File: src/hw/merge_config.svh
`ifndef MERGE_CONFIG_SVH
`define MERGE_CONFIG_SVH

// ------------------------------
// Datapath sizing
// ------------------------------
`define MERGE_SAMPLE_W      16
`define MERGE_IN_DEPTH      8
`define MERGE_OUT_DEPTH     4

// FIFO thresholds
`define MERGE_IN_AF_THRESH  (`MERGE_IN_DEPTH - 2)
`define MERGE_IN_AE_THRESH  1
`define MERGE_OUT_AF_THRESH (`MERGE_OUT_DEPTH - 1)  // Leaves room for the word in flight
`define MERGE_OUT_AE_THRESH 1

// ------------------------------
// Register word addresses
// ------------------------------
`define MERGE_REG_DATA      2'd0
`define MERGE_REG_STATUS    2'd1
`define MERGE_REG_DROPS     2'd2

`endif

File: src/hw/merge_pkg.sv
`include "merge_config.svh"

package merge_pkg;

    // ------------------------------
    // Sample path
    // ------------------------------

    // One raw producer sample
    typedef struct packed {
        logic [`MERGE_SAMPLE_W-1:0] data;
    } sample_t;

    // Merged word as stored in the output FIFO
    typedef struct packed {
        logic    valid;   // Set on every pushed word
        logic    tag;     // Source channel
        sample_t sample;
    } merged_t;

    // ------------------------------
    // Wishbone classic host port
    // ------------------------------

    // Host to slave
    typedef struct packed {
        logic        cyc;
        logic        stb;
        logic        we;
        logic [1:0]  adr;   // Word address
        logic [31:0] dat;
    } wb_req_t;

    // Slave to host
    typedef struct packed {
        logic        ack;
        logic [31:0] dat;
    } wb_rsp_t;

endpackage

File: src/hw/sync_fifo.sv
module sync_fifo #(
    parameter type T                   = logic [7:0],
    parameter int  DEPTH               = 16,
    parameter int  ALMOST_FULL_THRESH  = 14,
    parameter int  ALMOST_EMPTY_THRESH = 2
) (
    input  logic                   clk,
    input  logic                   rst_n,
    input  logic                   wr_en,
    input  T                       wr_data,
    input  logic                   rd_en,
    output T                       rd_data,
    output logic                   full,
    output logic                   empty,
    output logic                   almost_full,
    output logic                   almost_empty,
    output logic                   overflow,
    output logic [$clog2(DEPTH):0] count    // Spans 0 to DEPTH
);

    localparam int AW = $clog2(DEPTH);
    localparam int CW = AW + 1;

    T              mem [DEPTH];
    logic [AW-1:0] wr_ptr;
    logic [AW-1:0] rd_ptr;
    logic [CW-1:0] count_nxt;   // Count after this edge
    logic          do_wr;       // Accepted push
    logic          do_rd;       // Accepted pop

    assign do_wr = wr_en && !full;
    assign do_rd = rd_en && !empty;

    // Wraps at DEPTH so odd depths work too
    function automatic logic [AW-1:0] ptr_inc(input logic [AW-1:0] p);
        if (p == AW'(DEPTH - 1)) begin
            return '0;
        end
        return p + 1'b1;
    endfunction

    // ------------------------------
    // Storage and read port
    // ------------------------------
    always_ff @(posedge clk) begin
        if (do_wr) begin
            mem[wr_ptr] <= wr_data;
        end
        if (do_rd) begin
            rd_data <= mem[rd_ptr];   // Valid the cycle after the pop
        end
    end

    // Pointers
    always_ff @(posedge clk or negedge rst_n) begin
        if (!rst_n) begin
            wr_ptr <= '0;
            rd_ptr <= '0;
        end else begin
            if (do_wr) begin
                wr_ptr <= ptr_inc(wr_ptr);
            end
            if (do_rd) begin
                rd_ptr <= ptr_inc(rd_ptr);
            end
        end
    end

    // ------------------------------
    // Occupancy
    // ------------------------------
    always_comb begin
        case ({do_wr, do_rd})
            2'b10:   count_nxt = count + 1'b1;   // Push only
            2'b01:   count_nxt = count - 1'b1;   // Pop only
            default: count_nxt = count;          // Idle or both
        endcase
    end

    // Flags from next count so they track count without lag
    always_ff @(posedge clk or negedge rst_n) begin
        if (!rst_n) begin
            count        <= '0;
            full         <= 1'b0;
            empty        <= 1'b1;
            almost_full  <= 1'b0;
            almost_empty <= 1'b0;
            overflow     <= 1'b0;
        end else begin
            count        <= count_nxt;
            full         <= (count_nxt == CW'(DEPTH));
            empty        <= (count_nxt == '0);
            almost_full  <= (count_nxt >= ALMOST_FULL_THRESH);
            almost_empty <= (count_nxt <= ALMOST_EMPTY_THRESH);
            overflow     <= wr_en && full;   // Dropped push
        end
    end

    // ------------------------------
    // Checks
    // ------------------------------
    a_count_bound: assert property (@(posedge clk) disable iff (!rst_n)
        count <= DEPTH)
        else $error("sync_fifo count %0d above depth %0d", count, DEPTH);

    a_flags_excl: assert property (@(posedge clk) disable iff (!rst_n)
        !(empty && full))
        else $error("sync_fifo empty and full together");

endmodule

File: src/hw/rr_merge.sv
module rr_merge
    import merge_pkg::*;
(
    input  logic    clk,
    input  logic    rst_n,
    input  logic    ch0_empty,
    input  logic    ch1_empty,
    input  logic    out_almost_full,
    input  sample_t ch0_data,          // Input FIFO read data
    input  sample_t ch1_data,
    output logic    ch0_pop,
    output logic    ch1_pop,
    output logic    out_push,
    output merged_t out_word
);

    logic last_ch;       // Channel served by the most recent pop
    logic pick_ch;       // Channel chosen this cycle
    logic can_pop;
    logic inflight;      // Pop issued last cycle
    logic inflight_ch;   // Its source channel

    // ------------------------------
    // Arbitration
    // ------------------------------
    always_comb begin
        if (!ch0_empty && !ch1_empty) begin
            pick_ch = ~last_ch;   // Both ready so take turns
        end else begin
            pick_ch = ch0_empty;  // Only one candidate
        end
    end

    // Stall on output back-pressure
    assign can_pop = !out_almost_full && !(ch0_empty && ch1_empty);

    assign ch0_pop = can_pop && !pick_ch;
    assign ch1_pop = can_pop && pick_ch;

    // ------------------------------
    // Pop tracking
    // ------------------------------
    always_ff @(posedge clk or negedge rst_n) begin
        if (!rst_n) begin
            last_ch     <= 1'b1;   // Channel 0 goes first
            inflight    <= 1'b0;
            inflight_ch <= 1'b0;
        end else begin
            inflight <= can_pop;
            if (can_pop) begin
                inflight_ch <= pick_ch;
                last_ch     <= pick_ch;
            end
        end
    end

    // ------------------------------
    // Tagged push
    // ------------------------------

    // Input rd_data is valid the cycle after its pop
    assign out_push        = inflight;
    assign out_word.valid  = inflight;
    assign out_word.tag    = inflight_ch;
    assign out_word.sample = inflight_ch ? ch1_data : ch0_data;

    // Checks
    a_one_pop: assert property (@(posedge clk) disable iff (!rst_n)
        !(ch0_pop && ch1_pop))
        else $error("rr_merge popped both channels");

endmodule

File: src/hw/wb_merge_regs.sv
`include "merge_config.svh"

module wb_merge_regs
    import merge_pkg::*;
(
    input  logic                              clk,
    input  logic                              rst_n,
    input  wb_req_t                           wb_req,
    output wb_rsp_t                           wb_rsp,
    input  merged_t                           out_data,      // Output FIFO rd_data
    input  logic                              out_empty,
    input  logic                              out_full,
    input  logic                              ch0_overflow,
    input  logic                              ch1_overflow,
    input  logic [$clog2(`MERGE_OUT_DEPTH):0] out_count,
    input  logic [$clog2(`MERGE_IN_DEPTH):0]  ch0_count,
    input  logic [$clog2(`MERGE_IN_DEPTH):0]  ch1_count,
    output logic                              out_pop
);

    typedef enum logic [1:0] {
        ST_IDLE,
        ST_DATA,   // Popped word arriving
        ST_ACK
    } state_t;

    state_t      state;
    logic        req_new;      // Strobe seen while idle
    logic        hit_data;
    logic        hit_drops;
    logic        clr_drops;
    logic [15:0] ch0_drops;
    logic [15:0] ch1_drops;
    logic [31:0] status_word;
    logic [31:0] rd_mux;
    logic [31:0] rsp_dat;

    // ------------------------------
    // Decode
    // ------------------------------
    assign req_new   = (state == ST_IDLE) && wb_req.cyc && wb_req.stb;
    assign hit_data  = (wb_req.adr == `MERGE_REG_DATA);
    assign hit_drops = (wb_req.adr == `MERGE_REG_DROPS);

    assign out_pop   = req_new && hit_data && !wb_req.we && !out_empty;
    assign clr_drops = req_new && hit_drops && wb_req.we;   // Any write value

    // STATUS layout
    assign status_word = {18'd0, out_full, out_empty,
                          4'(ch1_count), 4'(ch0_count), 4'(out_count)};

    always_comb begin
        case (wb_req.adr)
            `MERGE_REG_STATUS: rd_mux = status_word;
            `MERGE_REG_DROPS:  rd_mux = {ch1_drops, ch0_drops};
            default:           rd_mux = 32'd0;   // Empty DATA read or hole
        endcase
    end

    // Tag at bit 17 and valid at bit 16
    function automatic logic [31:0] to_word(input merged_t w);
        return 32'({w.tag, w.valid, w.sample});
    endfunction

    // Saturating drop count
    function automatic logic [15:0] sat_inc(input logic [15:0] c, input logic hit);
        if (hit && (c != 16'hffff)) begin
            return c + 1'b1;
        end
        return c;
    endfunction

    // ------------------------------
    // Bus FSM
    // ------------------------------
    always_ff @(posedge clk or negedge rst_n) begin
        if (!rst_n) begin
            state <= ST_IDLE;
        end else begin
            case (state)
                ST_IDLE: begin
                    if (req_new) begin
                        state <= out_pop ? ST_DATA : ST_ACK;
                    end
                end
                ST_DATA: state <= ST_ACK;
                default: state <= ST_IDLE;   // Single-cycle ack
            endcase
        end
    end

    // Read data captured one cycle ahead of ack
    always_ff @(posedge clk) begin
        if (state == ST_DATA) begin
            rsp_dat <= to_word(out_data);
        end else if (req_new) begin
            rsp_dat <= rd_mux;
        end
    end

    assign wb_rsp.ack = (state == ST_ACK);
    assign wb_rsp.dat = rsp_dat;

    // ------------------------------
    // Drop counters
    // ------------------------------
    always_ff @(posedge clk or negedge rst_n) begin
        if (!rst_n) begin
            ch0_drops <= '0;
            ch1_drops <= '0;
        end else if (clr_drops) begin
            ch0_drops <= '0;   // Clear wins over a same-cycle drop
            ch1_drops <= '0;
        end else begin
            ch0_drops <= sat_inc(ch0_drops, ch0_overflow);
            ch1_drops <= sat_inc(ch1_drops, ch1_overflow);
        end
    end

    // Checks
    a_ack_pulse: assert property (@(posedge clk) disable iff (!rst_n)
        wb_rsp.ack |=> !wb_rsp.ack)
        else $error("wb_merge_regs ack held past one cycle");

endmodule

File: src/hw/sample_merge_top.sv
`include "merge_config.svh"

module sample_merge_top
    import merge_pkg::*;
(
    input  logic    clk,
    input  logic    rst_n,
    input  logic    ch0_push,
    input  logic    ch1_push,
    input  sample_t ch0_sample,
    input  sample_t ch1_sample,
    output logic    ch0_full,
    output logic    ch1_full,
    input  wb_req_t wb_req,
    output wb_rsp_t wb_rsp
);

    // ------------------------------
    // Interconnect
    // ------------------------------
    sample_t ch0_rd;              // Input FIFO read data
    sample_t ch1_rd;
    logic    ch0_empty;
    logic    ch1_empty;
    logic    ch0_pop;
    logic    ch1_pop;
    logic    ch0_overflow;
    logic    ch1_overflow;
    logic    [$clog2(`MERGE_IN_DEPTH):0] ch0_count;
    logic    [$clog2(`MERGE_IN_DEPTH):0] ch1_count;
    merged_t out_word;            // Merger to output FIFO
    merged_t out_data;            // Output FIFO to slave
    logic    out_push;
    logic    out_pop;
    logic    out_empty;
    logic    out_full;
    logic    out_almost_full;     // Merger back-pressure
    logic    [$clog2(`MERGE_OUT_DEPTH):0] out_count;

    // Producer side FIFOs
    sync_fifo #(
        .T                   (sample_t),
        .DEPTH               (`MERGE_IN_DEPTH),
        .ALMOST_FULL_THRESH  (`MERGE_IN_AF_THRESH),
        .ALMOST_EMPTY_THRESH (`MERGE_IN_AE_THRESH)
    ) in_fifo0 (
        .clk, .rst_n,
        .wr_en        (ch0_push),
        .wr_data      (ch0_sample),
        .rd_en        (ch0_pop),
        .rd_data      (ch0_rd),
        .full         (ch0_full),
        .empty        (ch0_empty),
        .almost_full  (),
        .almost_empty (),
        .overflow     (ch0_overflow),
        .count        (ch0_count)
    );

    sync_fifo #(
        .T                   (sample_t),
        .DEPTH               (`MERGE_IN_DEPTH),
        .ALMOST_FULL_THRESH  (`MERGE_IN_AF_THRESH),
        .ALMOST_EMPTY_THRESH (`MERGE_IN_AE_THRESH)
    ) in_fifo1 (
        .clk, .rst_n,
        .wr_en        (ch1_push),
        .wr_data      (ch1_sample),
        .rd_en        (ch1_pop),
        .rd_data      (ch1_rd),
        .full         (ch1_full),
        .empty        (ch1_empty),
        .almost_full  (),
        .almost_empty (),
        .overflow     (ch1_overflow),
        .count        (ch1_count)
    );

    // Round-robin merge
    rr_merge u_rr_merge (
        .clk, .rst_n,
        .ch0_empty, .ch1_empty, .out_almost_full,
        .ch0_data (ch0_rd),
        .ch1_data (ch1_rd),
        .ch0_pop, .ch1_pop, .out_push, .out_word
    );

    // Merged words toward the host
    sync_fifo #(
        .T                   (merged_t),
        .DEPTH               (`MERGE_OUT_DEPTH),
        .ALMOST_FULL_THRESH  (`MERGE_OUT_AF_THRESH),
        .ALMOST_EMPTY_THRESH (`MERGE_OUT_AE_THRESH)
    ) out_fifo (
        .clk, .rst_n,
        .wr_en        (out_push),
        .wr_data      (out_word),
        .rd_en        (out_pop),
        .rd_data      (out_data),
        .full         (out_full),
        .empty        (out_empty),
        .almost_full  (out_almost_full),
        .almost_empty (),
        .overflow     (),          // Merger never overfills
        .count        (out_count)
    );

    // Host registers
    wb_merge_regs u_regs (
        .clk, .rst_n,
        .wb_req, .wb_rsp,
        .out_data, .out_empty, .out_full,
        .ch0_overflow, .ch1_overflow,
        .out_count, .ch0_count, .ch1_count,
        .out_pop
    );

endmodule

File: config.mk
export PLATFORM = sky130hd
export DESIGN_NAME = sample_merge_top
export DESIGN_NICKNAME = d
export VERILOG_FILES = /design/src/hw/merge_pkg.sv /design/src/hw/sync_fifo.sv /design/src/hw/rr_merge.sv /design/src/hw/wb_merge_regs.sv /design/src/hw/sample_merge_top.sv
export VERILOG_INCLUDE_DIRS = /design/src /design/src/hw
export SDC_FILE = /design/constraint.sdc
export NUM_CORES = 1
export LEC_CHECK = 0
export BUFFER_PORTS_ARGS = -buffer_cell sky130_fd_sc_hd__clkbuf_2
export CAP_MARGIN = 20
export CORE_UTILIZATION = 55
export CTS_CLUSTER_SIZE = 20
export DETAILED_ROUTE_END_ITERATION = 12
export PLACE_DENSITY = 0.81
export SETUP_SLACK_MARGIN = 0.2
export SYNTH_ARGS = -nofsm -noshare
export SYNTH_HDL_FRONTEND = slang
export SYNTH_SLANG_ARGS = --single-unit
File: constraint.sdc
create_clock -name clk -period 6.5 [get_ports clk]
set_input_delay 0.65 -clock clk [delete_from_list [all_inputs] [get_ports clk]]
set_output_delay 0.65 -clock clk [all_outputs]
set_load 0.02 [all_outputs]
## Word-level counts from Yosys, hierarchy flattened

Memory sizes are Yosys's and may differ from the RTL's. A register that Yosys moved wholly into a read port is not among the register bits.
Index checks and enable logic that the tools add are counted.
Widths: inputs -> output; s select.

| word-level totals | value |
|---|---|
| input port bits | 73 |
| bits in writable memories | 328 |
| memories kept | 3 |
| logic and storage cells | 158 |
| bits in registers | 105 |
| bits in read-only memories | 0 |
| bits in latches | 0 |

| operators by class | value |
|---|---|
| magnitude comparators | 1 |
| multiplexer cells | 51 |
| $mul | 0 |
| bitwise logic cells | 1 |
| shift operators | 0 |
| add/subtract/negate cells | 14 |
| reductions and logical operators | 40 |
| equal/unequal tests | 22 |
| divide/modulo/power cells | 0 |

Memories:

| memory | depth | width | rd ports | clocked after memory_dff | write ports | RTL line | RTL |
|---|---|---|---|---|---|---|---|
| in_fifo0.mem | 8 | 16 | 1 | 1 | 1 | sync_fifo.sv:24 | `T mem [DEPTH];` |
| in_fifo1.mem | 8 | 16 | 1 | 1 | 1 | sync_fifo.sv:24 |  |
| out_fifo.mem | 4 | 18 | 1 | 1 | 1 | sync_fifo.sv:24 |  |

Operator list:

| cell | count |
|---|---|
| $mux 16 | 7 |
| $pmux 32 s2 | 1 |
| $mux 18 | 2 |
| $add 16x1->16 const B | 2 |
| $ne 16x16->1 const B | 2 |
| $mux 3 | 8 |
| $mux 1 | 23 |
| $logic_and 1x1->1 | 22 |
| $pmux 4 s2 | 2 |
| $add 3x1->3 const B | 5 |
| $eq 3x3->1 const B | 5 |
| $eq 2x2->1 const B | 7 |
| $mux 2 | 6 |
| $eq 2x1->1 const B | 5 |
| $logic_not 1->1 | 10 |
| $add 4x1->4 const B | 2 |
| $eq 4x4->1 const B | 2 |
| $logic_not 4->1 | 2 |
| $sub 4x1->4 const B | 2 |
| $pmux 3 s2 | 1 |
| $reduce_bool 2->1 | 3 |
| $add 2x1->2 const B | 2 |
| $logic_not 2->1 | 2 |
| $pmux 2 s2 | 1 |
| 5 further kinds | 5 |

## Depth between registers and ports, before layout

Gate-level depths: netlist (run 1).

| logic depth | value |
|---|---|
| depth in word-level cells | 10 |
| depth in mapped cells | 11 |

## Cells and area by module

From an unflattened synthesis (run 1), not the netlist that was laid out.

| second synthesis, totals | value |
|---|---|
| cells, all modules | 1,079 |
| area total of the unflattened synthesis | 19,692.6 µm² |

By module, submodules not included:

| module | times used | area an instance (µm²) | cells each |
|---|---|---|---|
| sync_fifo at in_fifo0 | 1 | 6,304.8 | 290 |
| sync_fifo at in_fifo1 | 1 | 6,080.8 | 280 |
| sync_fifo at out_fifo | 1 | 3,743.6 | 164 |
| wb_merge_regs | 1 | 3,174.3 | 313 |
| rr_merge | 1 | 389.1 | 32 |

## Worst setup path after synthesis (run 1)

OpenSTA, ideal clock, no wires.

| timing path | value |
|---|---|
| path kind | register -> register |
| start | register in_fifo0.empty |
| end | register in_fifo1.empty |
| path buffers | 0 |
| data arrival time | 3.781 ns |
| setup slack | 2.644 ns |
| clock period less this slack | 3.856 ns |
| cell stages (with the launch flop) | 9 |
| cells stage by stage | dfstp_2 -> inv_1 -> a211oi_1 -> ha_1 -> ha_1 -> a21o_1 -> a21oi_1 -> mux2i_1 -> mux2i_1 |

| on the way | value |
|---|---|
| word-level cells in the longest chain between the ends | 8 |
| elaborated cells on any way between the ends | 12 |

RTL lines:

| element | RTL line | RTL |
|---|---|---|
| from (decl) | sync_fifo.sv:14 | `output logic empty,` |
| from (signal assigned) | sync_fifo.sv:92 | `empty <= (count_nxt == '0);` |
| $logic_not 1->1 / $logic_and 1x1->1 (equally long branches) | rr_merge.sv:27, rr_merge.sv:35 |  |
| $logic_and 1x1->1 / $logic_not 1->1 (equally long branches) | rr_merge.sv:27, rr_merge.sv:35 |  |
| $mux 1 / $logic_and 1x1->1 (equally long branches) | rr_merge.sv:27, rr_merge.sv:35 |  |
| $logic_and 1x1->1 * | rr_merge.sv:38 | `assign ch1_pop = can_pop && pick_ch;` |
| $logic_and 1x1->1 * | sync_fifo.sv:32 | `assign do_rd = rd_en && !empty;` |
| named net in_fifo1.do_rd | sync_fifo.sv:29 | `logic do_rd;` |
| $eq 2x1->1 / $eq 2x2->1 (equally long branches) | sync_fifo.sv:73 | `case ({do_wr, do_rd})` |
| $pmux 4 s2 * | sync_fifo.sv:73 |  |
| $logic_not 4->1 * | sync_fifo.sv:92 |  |
| to (signal assigned) | sync_fifo.sv:92 |  |
| to (decl) | sync_fifo.sv:14 |  |

Mark *: on every way through the listed nets, which the timed path passes. The rest lies on a longest branch.
A chain may end at the register's enable or synchronous reset.

## Worst setup path after layout (run 1)

| timing path | value |
|---|---|
| start | register in_fifo1.empty |
| end | register in_fifo0.empty |

| on the way | value |
|---|---|
| word-level cells in the longest chain between the ends | 9 |
| elaborated cells on any way between the ends | 13 |

RTL lines:

| element | RTL line | RTL |
|---|---|---|
| $logic_not 1->1 | rr_merge.sv:27 | `if (!ch0_empty && !ch1_empty) begin` |
| $logic_and 1x1->1 | rr_merge.sv:27 |  |
| $mux 1 | rr_merge.sv:27 |  |
| $logic_not 1->1 | rr_merge.sv:37 | `assign ch0_pop = can_pop && !pick_ch;` |
| $logic_and 1x1->1 * | rr_merge.sv:37 |  |
| $logic_and 1x1->1 * | sync_fifo.sv:32 |  |
| named net in_fifo0.do_rd | sync_fifo.sv:29 |  |
| $eq 2x1->1 / $eq 2x2->1 (equally long branches) | sync_fifo.sv:73 |  |
| $pmux 4 s2 * | sync_fifo.sv:73 |  |
| $logic_not 4->1 * | sync_fifo.sv:92 |  |

Marks and branches as above.

==> impl_metrics.yaml, run 1 <==
outcome:
  status: "completed"
power_and_ir_drop:
  peakVddDrop_v: 0.000281
  p_leak_uw: 0.00753
  cellPowerDensity_nw_per_um2: 446
layout:
  multi_input_area_sq_um: 4910
  nets: 1253
  seq_area_sq_um: 14000
  fillers: 2252
  final_cell_area_sq_um: 21700
  diodes: 0
  syn_to_final_growth_pct: 13.4
  fin_util: 0.641
  drive_above_1_share: 0.271
floorplan:
  core_sq_um: 33900
  start_util: 0.565
  fp.dieW_microns: 188
  placement_rows: 67
  die-height_microns: 188
  dieArea_sq_um: 35500
  io_pins: 108
yosys:
  synthCells: 1055
  syn-mean-instance-area_sq_um: 18.1
  synth_fp_nets: 1156
  synth_flop_cell: "edfxtp_1"
  yosysMostFrequentCell: "edfxtp_1"
  async_reset_ff_frac: 0.151
  synth_top_area_frac: 0.622
  synth_commonest_cells: "edfxtp_1 (396), mux4_2 (82), dfrtp_1 (69)"
  yosys_warnings: 0
  synth_area_leaders: "edfxtp_1 (62%), mux4_2 (9.7%), dfrtp_1 (9.0%)"
  synth.yosys.seq_area_share: 0.732
  syn_area_sq_um: 19100
  netlist.top_cell.by_area: "edfxtp_1"
  synth-edff-count: 396
  synth_cell_type_count: 55
  synth_seq_cells: 483
cts:
  clk_pin_slew_ns: 0.06
  numCtsBuffers: 46
  clockBufferDepth: 3
  cts.repair.resized: 0
  post-cts-setup-buffers: 0
  clock_sinks: 483
  clk_latency_ns: 0.57
  cts_tree: "yes"
  ctsHoldBuffers: 0
  cts_root_buf: "clkbuf_16"
  htree_levels: 2
global_route:
  grt_pass1_wl_microns: 56900
  antenna_found_initial: 0
  grt_pass1_vias: 10200
  grt-ovfl-total: 0
  grtUsageTotal: 0.211
  grt_max_degree: 74
timing:
  slew_headroom: 0.269
  clock.fmax_mhz: 359
  worst_slew_pin_slew_ns: 1.09
  hold_viol_final: 0
  post-route-period-util: 0.428
  slew_viol_final: 0
  rsz0062_at_grt: "no"
  timing.hold.ws_ns: 0.339
  tns_ns: 0
  finalCriticalPeriod_ns: 2.78
  setup_viol: 0
  final.setup_skew_ns: 0.0196
setup_path:
  critPathKind: "reg -> reg"
  cp-end-kind: "flop"
  rrSetupSlack_ns: 3.72
  critPathArrivalTime_ns: 3.24
  critPathRequiredTime_ns: 6.96
  cp_max_fo: 21
  start_kind: "flop"
routing:
  ant_nets: 0
  drtIter0Drc: 911
  dr.pass1.iters: 5
  wl_microns: 36100
  wl_per_cell_microns: 22.0
  vias_per_cell: 6.00
  vias: 9822
  remaining_drc_errors: 0
placement:
  dp_hpwl_microns: 20800
  gp_congestion: 0.836
  portBuffers: 75
  place_area_sq_um: 20100
hold_path:
  hp-class: "in -> reg"
flow_run:
  cap_violations: 0
state kept, by name (all words and copies together) (netlist names), 18 cells and up:
name and cells:
in_fifo0.mem 128, in_fifo1.mem 128, out_fifo.mem 72, out_fifo.rd_data 18, u_regs.rsp_dat 32
power by group:
| part | switching, uW | internal (uW) |
|---|---|---|
| sequential | 524 | 4190 |
| combinational | 1140 | 1110 |
| clock | 1140 | 1570 |
| total | 2800 | 6880 |
routing by layer:
metal / share of wire / routed length, microns / global-route usage
met5: 0.0011 / 41 / 0.00962
met4: 0.025 / 914 / 0.0676
met3: 0.060 / 2180 / 0.0397
met1: 0.42 / 15000 / 0.284
met2: 0.50 / 17900 / 0.349
cells by family after synthesis:
| group | Yosys count | synth area share |
|---|---|---|
| flip-flops | 483 | 0.732 |
| AO/OA/AOI/OAI | 118 | 0.0401 |
| AND/OR/NAND/NOR | 195 | 0.0539 |
| multiplexers | 150 | 0.136 |
| XOR/XNOR | 9 | 0.00412 |
| adder cells (fa/ha/maj) | 28 | 0.0195 |
| buffers and inverters | 72 | 0.0146 |
worst max-delay path, cell delays in order, from the launching register on:
cell and delay, ns:
dfstp_2 0.57, nor2_1 0.07, nor3_2 0.11, buf_4 0.35, ha_1 0.29, ha_1 0.25, a21o_1 0.18, a21oi_1 0.17
mux2i_1 0.39, mux2i_1 0.30
placed cells by master, fill, tap and decap left out, drive strengths merged, types with 11 or more instances in the layout:
cell	instances
a21oi	24
a22o	14
a22oi	13
buf	21
clkbuf	137
clkinv	16
dfrtp	69
dfxtp	14
edfxtp	396
ha	25
inv	26
mux2	56
mux2i	12
mux4	82
nand2	52
nand2b	14
nand3	15
nand4	13
nor2	32
nor3	13
o21ai	37
or3	11
layout make-up:
type	count	area share
Clock inverter	23	0.0122
Inverter	25	0.00432
Clock buffer	63	0.0597
Tap cell	448	0.0258
Multi-Input combinational cell	500	0.226
Sequential cell	483	0.646
Timing Repair Buffer	96	0.0261
final timing paths:
kind	from	to	depth (start not counted)
worst min-delay path	ch1_push	in_fifo1.overflow	2
max in group asynchronous	rst_n	in_fifo0.empty	3
min in group asynchronous	rst_n	u_regs.ch1_drops[6]	2
worst max register to register	in_fifo1.empty	in_fifo0.empty	9
worst max-delay path	in_fifo1.empty	in_fifo0.empty	9
worst min register to register	u_regs.rsp_dat[30]	u_regs.rsp_dat[30]	1
metrics by stage:
step                      power (uW)  setup WS, ns  std cells
after floorplan                 6250          2.64       1055
after global placement          6880          3.28       1549
after detailed placement        7000          3.18       1549
after CTS                       9750          3.18       1635
after global routing           10100          3.51       1638
final                           9680          3.72       1638
Power figures use the tool's default switching activity.
==> inputs of run 2 (changes only) <==
- clock period: 6.5 -> 2.7 ns (I/O delays scaled with it)
==> run 2 against run 1 <==
Compared with the run above: total power rose to 2.5 times the previous value; register-to-register slack got worse by 3.4 ns; worst hold slack got worse by 0.32 ns; die area did not move; sequential power rose by 140%; cell count rose by 3.7%; worst setup slack got worse by 3.4 ns; utilization rose by 2.1 points; clock power rose to 2.6 times the previous value; routed wire length rose by 5.6%; design area rose by 3.2%; via count rose by 3.9%; critical path type unchanged.
==> impl_metrics.yaml, run 2 (synthesis gave the netlist of run 1 again) <==
hold_path:
  hp-class: "in -> reg"
  hold_depth: 1
floorplan:
  core_sq_um: 33900
  die-height_microns: 188
  io_pins: 108
  placement_rows: 67
  start_util: 0.565
  fp.dieW_microns: 188
  dieArea_sq_um: 35500
timing:
  worst_slew_pin_slew_ns: 0.752
  finalCriticalPeriod_ns: 2.39
  rsz0062_at_grt: "no"
  slew_headroom: 0.498
  clock.fmax_mhz: 418
  final.setup_skew_ns: 0.0213
  tns_ns: 0
  hold_viol_final: 0
  slew_viol_final: 0
  setup_viol: 0
  post-route-period-util: 0.886
routing:
  vias: 10200
  wl_microns: 38100
  vias_per_cell: 6.01
  dr.pass1.iters: 5
  drtIter0Drc: 925
  remaining_drc_errors: 0
  wl_per_cell_microns: 22.4
  ant_nets: 0
layout:
  reg.largest.list: "in_fifo0.mem (128), in_fifo1.mem (128), out_fifo.mem (72)"
  diodes: 0
  layout_common_cells: "edfxtp_1 (396), mux4_2 (82), clkbuf_2 (74)"
  drive_above_1_share: 0.293
  final_common_cell: "edfxtp_1"
  fin_util: 0.661
  nets: 1313
  syn_to_final_growth_pct: 17.1
setup_path:
  critPathKind: "reg -> reg"
  critPathArrivalTime_ns: 2.85
  cp-end-kind: "flop"
  critPathRequiredTime_ns: 3.15
  cp_max_fo: 4
  start_kind: "flop"
  r2r_cells: 8
power_and_ir_drop:
  peakVddDrop_v: 0.000777
  cellPowerDensity_nw_per_um2: 1080
  p_leak_uw: 0.00786
cts:
  clockBufferDepth: 3
  clock_sinks: 483
  htree_levels: 2
  numCtsBuffers: 49
  clk_latency_ns: 0.57
  cts_tree: "yes"
  clk_pin_slew_ns: 0.06
  cts_root_buf: "clkbuf_16"
flow_run:
  cap_violations: 0
global_route:
  grt_max_degree: 55
  grt_pass1_vias: 10700
  grt_pass1_wl_microns: 59600
  antenna_found_initial: 0
  grt-ovfl-total: 0
  grtUsageTotal: 0.221
placement:
  portBuffers: 75
  gp_congestion: 0.825
  dp_hpwl_microns: 22000
outcome:
  status: "completed"
-- run 2: cell types whose count changed in the layout (fill, tap and decap cells not counted), moves of 3 or more --
cell           delta
dlygate4sd3_1    +33
buf_4            +24
clkinv_2          +6
bufinv_16         +5
clkbuf_8          -5
ha_1              -4
ha_4              +4
clkinv_1          -3
nor3_2            +3
nor3_4            -3
-- run 2: final cells by class --
cell class	instances	area, sq um
clock buffer	59	1270
multi-input combinational	500	4980
timing repair buffer	153	1070
tap	448	561
clock inverter	30	405
fill	2189	11500
inverter	25	93.8
sequential	483	14000
-- run 2: metal layers --
layer | vias up | part of all wire | GRT usage
met5 | - | 0 | 0
met4 | 0 | 0.027 | 0.0748
met3 | 82 | 0.064 | 0.0352
met2 | 434 | 0.51 | 0.379
met1 | 5177 | 0.40 | 0.288
li1 | 4511 | - | -
-- run 2: path summary, 6_finish.rpt --
kind	start	to	slack (ns)
hold reg to reg	u_regs.rsp_dat[30]	u_regs.rsp_dat[30]	0.48
setup reg to reg	in_fifo1.empty	in_fifo0.empty	0.31
max in group asynchronous	rst_n	out_fifo.empty	1.61
setup / recovery	in_fifo1.empty	in_fifo0.empty	0.31
min in group asynchronous	rst_n	u_regs.ch1_drops[9]	0.33
hold / removal	ch1_sample[7]	in_fifo1.mem[3][7]	0.02
-- run 2: power by group --
part / internal (uW) / switching (uW)
clock network: 4240 / 2800
logic: 2930 / 3150
registers: 10100 / 991
-- run 2: per-stage QoR --
step           setup slack, ns  hold slack [ns]  total power, uW  cells  cell area, sq um
5_1_grt                  0.186           0.0156            25200   1698             22400
6_report                 0.307           0.0189            24200   1698             22400
3_3_place_gp             0.352            0.373            16800   1575             20400
4_1_cts                  0.267          0.00655            24400   1698             22400
3_5_place_dp             0.305            0.388            17200   1575             20400
2_1_floorplan           0.0209          -0.0256            15200   1055             19200
-- run 2: worst max-delay path, cell delays in order, from the launching register on --
cell and delay [ns]:
dfstp_2 0.60, nor2_4 0.05, nor3_4 0.26, ha_4 0.20
ha_4 0.20, a21o_1 0.16, a21oi_2 0.20, mux2i_4 0.32
mux2i_1 0.31
-- run 2: repair_timing --
item                                    CTS  global route
resized for setup                         0             3
endpoints found under the setup margin    0            22
hold buffers                             34             0
buffers inserted                          0             0
endpoints found under the hold margin   299             0
